File: config.mk
export PLATFORM = sky130hd
export DESIGN_NAME = host_port
export DESIGN_NICKNAME = d
export VERILOG_FILES = /design/src/dma_pkg.sv /design/src/host_port.sv
export SDC_FILE = /design/constraint.sdc
export NUM_CORES = 1
export LEC_CHECK = 0
export BUFFER_PORTS_ARGS = -buffer_cell sky130_fd_sc_hd__buf_2
export CORE_UTILIZATION = 46
export DETAILED_ROUTE_END_ITERATION = 8
export PLACE_DENSITY = 0.82
export SYNTH_ARGS = -nofsm -noshare
export SYNTH_HDL_FRONTEND = slang
export SYNTH_SLANG_ARGS = --single-unit
File: constraint.sdc
create_clock -name clk -period 3.1 [get_ports clk]
set_input_delay 0 -clock clk [delete_from_list [all_inputs] [get_ports clk]]
set_output_delay 0 -clock clk [all_outputs]
set_load 0.02 [all_outputs]
File: src/dma_pkg.sv
package dma_pkg;

  localparam int word_w    = 32;
  localparam int addr_w    = 10;
  localparam int mem_depth = 1 << addr_w;  // 1024 words
  localparam int count_w   = addr_w + 1;   // full-memory transfer still fits

  typedef logic [word_w-1:0]  word_t;
  typedef logic [addr_w-1:0]  addr_t;
  typedef logic [count_w-1:0] count_t;

  // one access as seen by the shared memory
  typedef struct packed {
    logic  valid;
    logic  we;
    addr_t addr;
    word_t wdata;
  } mem_req_t;

  // host load/store command, same layout as a memory access
  typedef struct packed {
    logic  valid;
    logic  we;
    addr_t addr;
    word_t wdata;
  } host_cmd_t;

  typedef enum logic [0:0] {
    dma_copy = 1'b0,  // word by word from src to dst
    dma_fill = 1'b1   // one value over a run of dst words
  } dma_mode_t;

  typedef struct packed {
    dma_mode_t mode;
    addr_t     src;
    addr_t     dst;
    count_t    count;
    word_t     fill;
  } dma_cfg_t;

  // finish is the done cycle and also accepts a new start
  typedef enum logic [1:0] {
    idle   = 2'd0,
    read   = 2'd1,
    write  = 2'd2,
    finish = 2'd3
  } dma_state_t;

endpackage

File: src/host_port.sv
`timescale 1ns/1ps

module host_port (
  input  logic               clk,
  input  logic               arst_n,
  input  dma_pkg::host_cmd_t host_cmd,
  input  logic               host_grant,
  input  dma_pkg::word_t     rdata,
  output dma_pkg::mem_req_t  host_req,
  output logic               host_busy,
  output logic               host_rvalid,
  output dma_pkg::word_t     host_rdata
);

  dma_pkg::host_cmd_t pend_q;     // valid marks a command still waiting for the bus
  logic               issue;
  logic               rd_wait_q;  // read went out last cycle, rdata is ours now

  assign issue = pend_q.valid && host_grant;

  // request is presented only in the cycle the bus is ours
  always_comb
  begin
    host_req.valid = issue;
    host_req.we    = pend_q.we;
    host_req.addr  = pend_q.addr;
    host_req.wdata = pend_q.wdata;
  end

  assign host_busy = pend_q.valid || rd_wait_q;

  always_ff @(posedge clk or negedge arst_n)
  begin
    if (!arst_n)
    begin
      pend_q.valid <= 1'b0;
    end
    else if (host_cmd.valid)
    begin
      pend_q <= host_cmd;
    end
    else if (issue)
    begin
      pend_q.valid <= 1'b0;
    end
  end

  always_ff @(posedge clk or negedge arst_n)
  begin
    if (!arst_n)
    begin
      rd_wait_q   <= 1'b0;
      host_rvalid <= 1'b0;
    end
    else
    begin
      rd_wait_q   <= issue && !pend_q.we;
      host_rvalid <= rd_wait_q;  // one pulse per read
    end
  end

  always_ff @(posedge clk)
  begin
    if (rd_wait_q)
      host_rdata <= rdata;
  end

  // host side must wait for host_busy to drop before the next command
  a_cmd_not_busy: assert property (@(posedge clk) disable iff (!arst_n)
    host_cmd.valid |-> !host_busy)
    else $error("host_cmd.valid while host_busy is high");

endmodule

==> flow_metrics.tcl <==
set metrics [dict create \
    drc_errors 0 \
    drv_cap 0 \
    relSlewSlack 0.381 \
    synth_nets 207 \
    worstPathArrival_ns 1.44 \
    start_util 0.485 \
    area_growth_pct 57.1 \
    cts_buffers 9 \
    die_x_um 78.7 \
    status "finished clean" \
    dpl.hpwl_um 3400 \
    rsz0062_at_grt "no" \
    grt_max_degree 44 \
    coreArea_um2 5570 \
    syn_area_um2 2710 \
    grtUsageTotal 0.225 \
    hold_viol 0 \
    drive_above_1_share 0.521 \
    p_total_mw 2.31 \
    numPortBuffers 156 \
    pwr_density_cell_nw_per_um2 543 \
    ant_nets 0 \
    diodes 0 \
    timing.hold.ws_ns 0.0408 \
    slowest_stage "and2_2" \
    grt_overflow_total 0 \
    cts.sinks 78 \
    clk_latency_ns 0.34 \
    ys_types 9 \
    final.fill_count 315 \
    io_pins 157 \
    vias 1772 \
    firstDrtPassIters 4 \
    crit_buf_inv 2 \
    via_per_inst 4.34 \
    power_leakage_nw 1.82 \
    cts_root_buf "clkbuf_8" \
    path_cells "dlygate4sd3_1 -> buf_2 -> and2_2" \
    fp.dieH_um 78.7 \
    routedWlPerCell_um 16.3 \
    max-vdd-ir-drop_mv 0.387 \
    slew_violations 0 \
    core.rowCount 27 \
    cts_tree "built" \
    critical_path.startpoint_type "input pin" \
    grt_pass1_wl_um 9730 \
    cp_max_fo 43 \
    avgSynthCellArea_um2 21.1 \
    post-cts-setup-buffer-count 0 \
    syn_inst 128 \
    post-route-period-util 0.479 \
    clock.fmax_mhz 673 \
    drt_iter0_markers 45 \
    ys_ff_latch 78 \
    ys.warnings.count 0 \
    hold_path.class "input pin to register" \
    gp_congestion 0.712 \
    nNetsFinal 410 \
    utilization 0.763 \
    cts.htree.levels 3 \
    cts.clk_slew.worst_paths_ns 0.07 \
    grt_pass1_vias 1971 \
    cp_slowest_stage_delay_ns 0.75 \
    routed_wl_um 6630 \
    final.setup_skew_ns 0.00407 \
    critical_path.endpoint_type "register" \
    fin_setup_tns_ns 0 \
    cp_top_family "simple AND/OR/NAND/NOR gates" \
    clk_path_buf_depth 2 \
    period_minus_slack_ns 1.49 \
    setup_violations 0 \
    antenna_found_initial 0 \
    criticalPathCategory "input pin to register" \
    required_ns 3.05 \
    die_area_um2 6190 \
    worst_pin_slew_ns 0.928 \
    yosysSeqAreaShare 0.860 \
]
-- registers in the layout, indices dropped and copies added (netlist names) --
register,count
rd_wait_q,1
host_rdata,32
pend_q,1
host_rvalid,1
host_req,43
-- cells in the final DEF (no fill, tap or decap) --
cell type        n
dlygate4sd3_1   79
or2_2            1
nor2b_4          1
and2_4           1
edfxtp_1        75
buf_4            1
buf_2          156
a21o_2           1
and2_2           1
clkbuf_1         2
clkinv_1         1
clkbuf_8         9
inv_1            1
bufinv_16        2
dfrtp_1          3
clkinv_2         2
-- Yosys cell counts --
cell type  number  area share
dfrtp_1         3       0.028
edfxtp_1       75        0.83
nor2b_4         1      0.0051
and2_4          1      0.0032
inv_1           1      0.0014
a21o_2          1      0.0032
and2_1          1      0.0023
buf_4          44        0.12
or2_2           1      0.0023
-- area by class of cell --
class                           instances  area [um2]  area share
Timing Repair Buffer                  236        1580       0.372
Inverter                                1        3.75    0.000883
Clock buffer                           11         131      0.0309
Tap cell                               72        90.1      0.0212
Clock inverter                          5        73.8      0.0174
Sequential cell                        78        2330       0.548
Multi-Input combinational cell          5        45.0      0.0106
-- worst reg2reg max path, cell delays in order (launching register included) --
cell and delay, ns:
dfrtp_1 0.40, a21o_2 0.20, dlygate4sd3_1 0.55
-- path summary, 6_finish.rpt --
check	startpoint	endpoint	slack (ns)	cells past startpoint
worst max-delay path	host_cmd[43]	host_req[27]	1.61	3
worst min-delay path	host_grant	rd_wait_q	0.04	3
worst max register to register	pend_q[43]	pend_q[43]	1.84	2
worst min register to register	host_req[42]	rd_wait_q	0.50	1
max in group asynchronous	arst_n	host_rvalid	2.37	3
min in group asynchronous	arst_n	pend_q[43]	0.58	3
-- what timing repair did --
action | in CTS | in global routing
endpoints found under the hold margin | 79 | 0
resized for setup | 0 | 0
hold buffers | 79 | 0
-- cells by family after synthesis --
group / after synthesis / synth area share
AOI/OAI and AO/OA: 1 / 0.00324
and+or+nand+nor: 4 / 0.0130
DFF: 78 / 0.860
buffers and inverters: 45 / 0.123
-- per-layer routing --
layer	global-route usage	routed length (um)	vias up
li1	-	-	826
met1	0.248	2530	802
met2	0.370	3180	132
met3	0.0988	792	12
met4	0.109	138	0
met5	0	0	-
-- report_power, final --
group / internal, mW / switching (mW) / total, mW
Sequential: 1.22 / 0.0164 / 1.24
Clock: 0.449 / 0.336 / 0.785
Combinational: 0.140 / 0.145 / 0.286
Total: 1.81 / 0.498 / 2.31
-- per-stage QoR --
| stage | instance area (um2) | instances | setup WS [ns] |
|---|---|---|---|
| floorplan | 2710 | 128 | 1.66 |
| global placement | 3250 | 313 | 1.83 |
| detailed placement | 3250 | 313 | 1.77 |
| CTS | 4250 | 408 | 1.64 |
| global route | 4250 | 408 | 1.54 |
| finish | 4250 | 408 | 1.61 |
Note: power is estimated with default switching activity, not from simulation.
