==> config.mk <==
export PLATFORM = sky130hd
export DESIGN_NAME = dma_engine
export DESIGN_NICKNAME = d
export VERILOG_FILES = /design/src/dma_pkg.sv /design/src/dma_engine.sv
export SDC_FILE = /design/constraint.sdc
export NUM_CORES = 1
export LEC_CHECK = 0
export ABC_AREA = 1
export ABC_CLOCK_PERIOD_IN_PS = 2500
export BUFFER_PORTS_ARGS = -buffer_cell sky130_fd_sc_hd__buf_2
export CAP_MARGIN = 20
export CORE_MARGIN = 2
export CORE_UTILIZATION = 49
export DETAILED_ROUTE_END_ITERATION = 10
export HOLD_SLACK_MARGIN = 0.15
export PLACE_DENSITY_LB_ADDON = 0.1
export SLEW_MARGIN = 20
export SYNTH_ARGS = -nofsm -noshare
export SYNTH_HDL_FRONTEND = slang
export SYNTH_SLANG_ARGS = --single-unit
==> constraint.sdc <==
create_clock -name clk -period 2.5 [get_ports clk]
set_input_delay 0.125 -clock clk [delete_from_list [all_inputs] [get_ports clk]]
set_output_delay 0.125 -clock clk [all_outputs]
set_load 0.02 [all_outputs]
==> src/dma_pkg.sv <==
package dma_pkg;

  localparam int word_w    = 32;
  localparam int addr_w    = 10;
  localparam int mem_depth = 1 << addr_w;  // 1024 words
  localparam int count_w   = addr_w + 1;   // full-memory transfer still fits

  typedef logic [word_w-1:0]  word_t;
  typedef logic [addr_w-1:0]  addr_t;
  typedef logic [count_w-1:0] count_t;

  // one access as seen by the shared memory
  typedef struct packed {
    logic  valid;
    logic  we;
    addr_t addr;
    word_t wdata;
  } mem_req_t;

  // host load/store command, same layout as a memory access
  typedef struct packed {
    logic  valid;
    logic  we;
    addr_t addr;
    word_t wdata;
  } host_cmd_t;

  typedef enum logic [0:0] {
    dma_copy = 1'b0,  // word by word from src to dst
    dma_fill = 1'b1   // one value over a run of dst words
  } dma_mode_t;

  typedef struct packed {
    dma_mode_t mode;
    addr_t     src;
    addr_t     dst;
    count_t    count;
    word_t     fill;
  } dma_cfg_t;

  // finish is the done cycle and also accepts a new start
  typedef enum logic [1:0] {
    idle   = 2'd0,
    read   = 2'd1,
    write  = 2'd2,
    finish = 2'd3
  } dma_state_t;

endpackage

==> src/dma_engine.sv <==
`timescale 1ns/1ps

module dma_engine (
  input  logic              clk,
  input  logic              arst_n,
  input  logic              dma_start,
  input  dma_pkg::dma_cfg_t dma_cfg,
  input  dma_pkg::word_t    rdata,
  output dma_pkg::mem_req_t dma_req,
  output logic              dma_busy,
  output logic              dma_done
);

  dma_pkg::dma_state_t state_q;
  dma_pkg::dma_state_t state_d;
  dma_pkg::dma_cfg_t   cfg_q;   // live pointers and remaining count
  logic                accept;
  logic                step;    // a write goes out this cycle

  assign accept = dma_start && !dma_busy;
  assign step   = (state_q == dma_pkg::write);

  always_comb
  begin
    state_d = state_q;
    case (state_q)
      dma_pkg::idle,
      dma_pkg::finish:
      begin
        if (!dma_start)
          state_d = dma_pkg::idle;
        else if (dma_cfg.count == '0)
          state_d = dma_pkg::finish;  // nothing to move, just report done
        else if (dma_cfg.mode == dma_pkg::dma_fill)
          state_d = dma_pkg::write;
        else
          state_d = dma_pkg::read;
      end

      dma_pkg::read:
      begin
        state_d = dma_pkg::write;
      end

      dma_pkg::write:
      begin
        if (cfg_q.count == dma_pkg::count_t'(1))
          state_d = dma_pkg::finish;
        else if (cfg_q.mode == dma_pkg::dma_fill)
          state_d = dma_pkg::write;
        else
          state_d = dma_pkg::read;
      end

      default:
      begin
        state_d = dma_pkg::idle;
      end
    endcase
  end

  always_ff @(posedge clk or negedge arst_n)
  begin
    if (!arst_n)
      state_q <= dma_pkg::idle;
    else
      state_q <= state_d;
  end

  // pointers wrap with the address width
  always_ff @(posedge clk)
  begin
    if (accept)
    begin
      cfg_q <= dma_cfg;
    end
    else if (step)
    begin
      cfg_q.src   <= cfg_q.src + 1'b1;
      cfg_q.dst   <= cfg_q.dst + 1'b1;
      cfg_q.count <= cfg_q.count - 1'b1;
    end
  end

  assign dma_busy = (state_q == dma_pkg::read) || step;
  assign dma_done = (state_q == dma_pkg::finish);

  // copy writes the word that the previous read just returned
  always_comb
  begin
    dma_req.valid = dma_busy;
    dma_req.we    = step;
    dma_req.addr  = step ? cfg_q.dst : cfg_q.src;
    if (cfg_q.mode == dma_pkg::dma_fill)
      dma_req.wdata = cfg_q.fill;
    else
      dma_req.wdata = rdata;
  end

  a_start_when_free: assert property (@(posedge clk) disable iff (!arst_n)
    dma_start |-> !dma_busy)
    else $error("dma_start while dma_busy is high");

  // the last write moves to finish, so a request always has a word left
  a_req_words_left: assert property (@(posedge clk) disable iff (!arst_n)
    dma_req.valid |-> cfg_q.count != '0)
    else $error("dma request with no words left");

endmodule

==> flow_summary_export.csv, run 1 <==
group,metric,value,unit
run_status,outcome,"finished, final reports clean",
setup_path,cp_data_arrival_time,1.86,ns
placement,dp.cells,609,
drt,drc_errors,0,
grt,grt_overflow,0,
power,p_comb_share,44.6,%
cts,numCtsBuffers,9,
sta,fin_hold_ws,0.229,ns
sta,period_needed,1.98,ns
setup_path,cp.depth,3,
setup_path,r2r_setup_slack,0.76,ns
job,drv_cap,0,
cts,clock_latency,0.34,ns
sta,setup_viol,0,
die,die_area,8210,sq um
placement,portBuffers,144,
sta,clock_skew,0.00919,ns
cts,clockBufferDepth,2,
synth,ys_seq_area_share,53.6,%
die,core_area,7250,sq um
finish,fin_util,74.0,%
grt,antenna_found_initial,0,
synth,synth_common_cells,"111 x nand2_1, 64 x edfxtp_1, 35 x inv_1, 32 x mux2_2, 24 x nand3_1",
setup_path,crit_type,"reg -> out",
sta,tightest_slew,0.605,ns
power,ir_worst_vdd,651,uV
setup_path,start_kind,"flop",
synth,synthArstFlopShare,3.03,%
synth,synth.avg_cell_area,9.88,sq um
synth,synth_top_area_share,52.3,%
setup_path,crit_path_end_kind,"output port",
cts,h-tree-depth,3,
drt,antenna_left,0,
placement,routabilityCongestion,0.876,
setup_path,cp.required,2.38,ns
setup_path,cp_cell_sequence,"buf_12 -> mux2_2 -> buf_2",
power,power.total,5780,uW
synth,synth-edff-count,64,
synth,syn_nets,478,
sta,max_freq,505,MHz
synth,yosysTopAreaCell,"edfxtp_1",
synth,syn-instance-count,372,
drt,wl_per_cell,13.6,um
finish,nFillCells,526,
synth,netlist_area,3680,sq um
synth,synth_ff_type,"edfxtp_1",
setup_path,r2r_cells,8,
grt,grt_pass1_vias,3321,
sta,hold_viol_final,0,
setup_path,crit_family,"flip-flops",
synth,netlist-cell-type-count,28,
finish,diodes,0,
sta,rsz0062_at_grt,"no",
cts,clock_sinks,66,
power,sw_frac_of_total,40.8,%
die,die_h,90.6,um
power,intPower,3430,uW
finish,multi_input_area,1440,sq um
die,io_pins,145,
die,row_count,31,
worst_hold_path,hp-class,"in -> reg",
grt,track_usage,23.2,%
power,p_leak,0.00245,uW
sta,fin_tns_setup,0,ns
power,p_switching,2360,uW
synth,synth.area.top_cells,"edfxtp_1 52%, nand2_1 11%, mux2_2 9.8%",
synth,ys.warnings.count,0,
sta,min_period_over_period,79.3,%
drt,via_count,3293,
sta,slew_viol_final,0,
worst_hold_path,holdPathStages,3,
setup_path,path_max_fanout,21,
cts,cts_setup_buffers,0,
finish,fin_cells,690,
sta,slew_headroom,59.6,%
setup_path,cp_num_buf_inv,2,
grt,grt_pass1_wl,15.2,mm
drt,routed_wl,9.35,mm
setup_path,slowest_delay,0.74,ns
drt,first_pass_iters,5,
cts,clk_pin_slew_worst_paths,0.08,ns
cts,cts_tree,"done",
drt,drt_iter0_markers,120,
power,power.density,1080,nW/um^2
setup_path,cp_slowest_cell,"edfxtp_1",
power,seq_power_share,38.0,%
power,clockPowerShare,17.3,%
placement,dpl.hpwl,6.28,mm
synth,ys_ff_latch,66,
drt,drt-vias-per-instance,4.77,
finish,syn_to_final_growth,46.1,%
cts,cts_root_buffer,"clkbuf_8",
finish,nNetsFinal,692,
finish,drive_gt1_share,36.7,%
synth,yosysMostFrequentCell,"nand2_1",
die,fp.dieW,90.6,um
grt,grt_max_degree,36,
die,start_util,50.7,%
finish,register_area,1970,sq um
cell usage in the layout (no fill, tap or decap):
master         Yosys  final
a21oi_1            3      3
a31oi_1            1      1
buf_12             0      3
buf_2              3    144
buf_4              5      5
bufinv_16          0      2
clkbuf_8           1      9
clkinv_2           0      1
clkinv_4           0      1
dfrtp_1            2      2
dlygate4sd3_1      0     65
edfxtp_1          64     64
ha_1               7      7
inv_1             35     35
inv_2              2      2
inv_6              0      3
mux2_2            32     32
nand2_1          111    111
nand2_2            4      4
nand3_1           24     24
nand3_2            1      1
nand4_1            5      5
nor2_1            20     20
nor2_2             5      5
nor2_4             3      3
nor3_1             1      1
o21ai_0           18     18
o21ai_1            8      8
o21bai_1           3      3
o31ai_1            1      1
or2_2              2      2
xnor2_1            4      4
xor2_1             2      2
cells by family (layout without fill, tap and decap cells):
family                     count (synthesis)  after routing  share of synthesized area (%)
adders and majority gates                  7              7                           2.38
muxes                                     32             32                           9.80
and+or+nand+nor                          176            176                           20.7
DFF                                       66             66                           53.6
buffers and inverters                     51            270                           7.11
xor gates and xnor gates                   6              6                           1.43
AOI/OAI and AO/OA                         34             34                           4.94
path summary, 6_finish.rpt:
check | start | endpoint
worst max-delay path | cfg_q[63] | dma_req[17]
max in group asynchronous | arst_n | state_q[1]
worst min register to register | cfg_q[53] | cfg_q[53]
min in group asynchronous | arst_n | state_q[0]
worst max register to register | state_q[0] | cfg_q[57]
worst min-delay path | dma_cfg[38] | cfg_q[38]
registers in the layout (all words and copies together), names as in the netlist:
register	cells
state_q	2
cfg_q	64
tightest hold or removal path: cells and delay by family:
kind | cells | cell delay [ns]
buffers and inverters | 1 | 0.11
and+or+nand+nor | 1 | 0.10
AOI/OAI and AO/OA | 1 | 0.06
through the flow:
stage	setup slack [ns]	instance area [sq um]
6_report	0.518	5370
3_3_place_gp	0.764	4500
5_1_grt	0.398	5370
3_5_place_dp	0.746	4500
4_1_cts	0.501	5370
2_1_floorplan	0.367	3680
layout make-up:
cell class	count	share of cell area, %
Sequential cell	66	36.7
Tap cell	99	2.31
Clock inverter	7	1.86
Inverter	37	2.59
Multi-Input combinational cell	255	26.9
Clock buffer	9	2.31
Timing Repair Buffer	217	27.4
power groups by stage:
stage,sequential (uW),clock [uW],combinational [uW]
floorplan,2120,0,1840
global placement,2200,0,2430
detailed placement,2220,0,2490
CTS,2200,1030,2590
global route,2260,1070,2860
finish,2200,1000,2580
layer usage:
layer  share of wire (%)  wire, um  vias up  track usage, %
li1                    -         -     1680               -
met1                  43      3980     1485            29.0
met2                  51      4720      121            40.7
met3                 6.1       567        7            3.76
met4                0.86        80        0            7.82
met5                   0         0        -               0
timing repair:
| action | in CTS | in global routing |
|---|---|---|
| hold buffers | 65 | 0 |
| hold endpoints to repair | 67 | 0 |
| gates resized for setup | 0 | 0 |
Note: power is estimated with default switching activity, not from simulation.
==> run 2, diff against run 1 <==
--- a/config.mk
+++ b/config.mk
@@ -5,12 +5,12 @@
 export SDC_FILE = /design/constraint.sdc
 export NUM_CORES = 1
 export LEC_CHECK = 0
-export ABC_AREA = 1
-export ABC_CLOCK_PERIOD_IN_PS = 2500
+export ABC_AREA = 0
+export ABC_CLOCK_PERIOD_IN_PS = 1700
 export BUFFER_PORTS_ARGS = -buffer_cell sky130_fd_sc_hd__buf_2
 export CAP_MARGIN = 20
 export CORE_MARGIN = 2
-export CORE_UTILIZATION = 49
+export CORE_UTILIZATION = 43
 export DETAILED_ROUTE_END_ITERATION = 10
 export HOLD_SLACK_MARGIN = 0.15
 export PLACE_DENSITY_LB_ADDON = 0.1
==> constraint.sdc (replaced) <==
create_clock -name clk -period 1.7 [get_ports clk]
set_input_delay 0.085 -clock clk [delete_from_list [all_inputs] [get_ports clk]]
set_output_delay 0.085 -clock clk [all_outputs]
set_load 0.02 [all_outputs]
==> flow_summary_export.csv, run 2 <==
group,metric,value,unit
finish,diodes,0,
sta,period_needed,1.79,ns
finish,top_regs,"cfg_q x64, state_q x2",
synth,ys_seq_area_share,57.4,%
synth,synth.area.top_cells,"edfxtp_1 56%, mux2_2 13%, a31oi_1 3.3%",
die,die_area,8720,sq um
finish,syn_to_final_growth,60.9,%
grt,grt.met1_usage,27.4,%
power,ir_worst_vdd,1140,uV
sta,min_period_over_period,105,%
setup_path,cp.required,1.89,ns
finish,nFillCells,566,
finish,drive_gt1_share,46.9,%
synth,netlist-cell-type-count,34,
power,p_leak,0.00231,uW
synth,synth.avg_cell_area,12.2,sq um
sta,slew_headroom,70.4,%
drt,drt-vias-per-instance,5.11,
grt,antenna_found_initial,0,
grt,grt_pass1_vias,3100,
die,row_count,32,
synth,synth_common_cells,"64 x edfxtp_1, 40 x mux2_2, 23 x nor2_1, 20 x o21ai_0",
finish,final_common_cell,"buf_2",
placement,dp.cells,530,
drt,via_count,3202,
finish,largest_reg_flops,64,
grt,grt_overflow,0,
setup_path,cp_slowest_cell,"edfxtp_1",
placement,routabilityCongestion,0.776,
sta,hold_viol_final,0,
sta,setup_viol,4,
synth,syn_nets,388,
sta,tightest_slew,0.440,ns
finish,fin_cells,627,
synth,netlist_area,3440,sq um
drt,drc_errors,0,
placement,portBuffers,144,
synth,ys_ff_latch,66,
synth,synthArstFlopShare,3.03,%
cts,clk_pin_slew_worst_paths,0.08,ns
finish,top_register,"cfg_q",
synth,syn-instance-count,282,
run_status,violations,"negative setup slack",
setup_path,cp_cell_sequence,"inv_2 -> ha_4 -> or3b_4 -> or4_4 -> a31oi_1",
setup_path,start_kind,"flop",
die,fp.dieW,93.4,um
sta,slew_viol_final,0,
setup_path,crit_type,"reg -> reg",
cts,numCtsBuffers,9,
cts,cts_root_buffer,"clkbuf_8",
grt,grt_use_met3,3.30,%
synth,ys.warnings.count,0,
cts,clock_latency,0.34,ns
die,io_pins,145,
power,clockPowerShare,15.5,%
setup_path,path_max_fanout,5,
grt,grt_max_degree,40,
finish,nNetsFinal,626,
die,die_h,93.4,um
power,seq_power_share,34.4,%
drt,wl_per_cell,15.4,um
cts,clock_sinks,66,
cts,cts_tree,"done",
sta,clock_skew,0.00675,ns
grt,grt_pass1_wl,14.6,mm
setup_path,cp_data_arrival_time,1.98,ns
power,power.density,1700,nW/um^2
power,p_switching,3540,uW
synth,yosysMostFrequentCell,"edfxtp_1",
grt,use_met2,36.6,%
power,p_comb_share,50.0,%
cts,clockBufferDepth,2,
job,drv_cap,0,
cts,h-tree-depth,3,
setup_path,slowest_delay,0.43,ns
run_status,outcome,"finished with violations",
grt,track_usage,21.3,%
power,sw_frac_of_total,37.7,%
power,intPower,5850,uW
synth,synth_top_area_share,55.9,%
sta,max_freq,559,MHz
synth,synth-edff-count,64,
synth,yosysTopAreaCell,"edfxtp_1",
drt,antenna_left,0,
grt,globalRoute.busiestLayer,"met2",
die,start_util,44.5,%
drt,drt_iter0_markers,170,
sta,finalWorstSetupSlack,-0.0877,ns
sta,fin_hold_ws,0.172,ns
setup_path,crit_path_end_kind,"flop",
drt,first_pass_iters,4,
finish,final_cell_mix,"136 x buf_2, 67 x dlygate4sd3_1, 64 x edfxtp_1",
synth,synth_ff_type,"edfxtp_1",
worst_hold_path,hp-class,"in -> reg",
drt,routed_wl,9.66,mm
die,core_area,7730,sq um
placement,dpl.hpwl,6.08,mm
sta,rsz0062_at_grt,"yes",
-- run 2: logic make-up after synthesis --
kind of cell	after synthesis	synth area share, %
buffers and inverters	27	3.68
and+or+nand+nor	83	12.5
adders and majority gates	7	2.55
xor gates and xnor gates	8	2.04
DFF	66	57.4
AOI/OAI and AO/OA	51	8.78
muxes	40	13.1
-- run 2: worst max-delay path: cells and delay by family, from the launching register on --
kind            cells  cell delay (ns)
buf+inv             1             0.11
fa+ha+maj           1             0.14
compound gates      1             0.14
simple gates        2             0.83
flops               1             0.43
-- run 2: timing repair --
item                                    CTS  global route
pin swaps                                 4             3
resized for setup                         6            30
endpoints found under the setup margin   16            17
buffers inserted                          7             6
gates cloned                              0             1
hold endpoints to repair                 66             0
hold buffers                             67             0
-- run 2: worst paths after layout --
kind	startpoint	slack [ns]	to	depth (start not counted)
max in group asynchronous	arst_n	0.95	state_q[1]	3
min in group asynchronous	arst_n	0.63	state_q[0]	3
max	cfg_q[33]	-0.09	cfg_q[38]	5
min	dma_cfg[37]	0.17	cfg_q[37]	3
min reg2reg	cfg_q[42]	0.68	state_q[0]	3
max reg2reg	cfg_q[33]	-0.09	cfg_q[38]	5
-- run 2: stage by stage --
step / total power, uW / instance area, sq um / TNS [ns] / utilization [%] / setup slack, ns
after floorplan: 5700 / 3460 / -0.0146 / - / -0.00958
after global placement: 6970 / 4400 / -0.0504 / 56.9 / -0.0306
after detailed placement: 7080 / 4400 / -0.483 / 56.9 / -0.120
after CTS: 8860 / 5360 / -0.162 / 69.4 / -0.0754
after global routing: 9960 / 5530 / -0.552 / 71.5 / -0.131
final: 9380 / 5530 / -0.141 / 71.5 / -0.0877
-- run 2: final cells by class --
class,instances,area (sq um),area share (%)
clock buffers,9,124,2.24
clock inverters,7,92.6,1.67
inverters,11,41.3,0.747
multi-input cells,189,1420,25.7
flip-flops and latches,66,1970,35.7
well taps,102,128,2.31
repair buffers,243,1750,31.6
-- run 2: per-layer routing --
metal  part of all wire, %  vias up
met5                     0        -
met3                   6.8       12
met1                    42     1499
met4                  0.99        0
li1                      -     1547
met2                    50      144
-- run 2: power groups by stage --
stage          Clock (uW)  Sequential [uW]  Combinational, uW
6_report             1460             3230               4690
5_1_grt              1550             3320               5100
4_1_cts              1490             3210               4160
3_5_place_dp            0             3240               3830
3_3_place_gp            0             3220               3750
2_1_floorplan           0             3140               2560
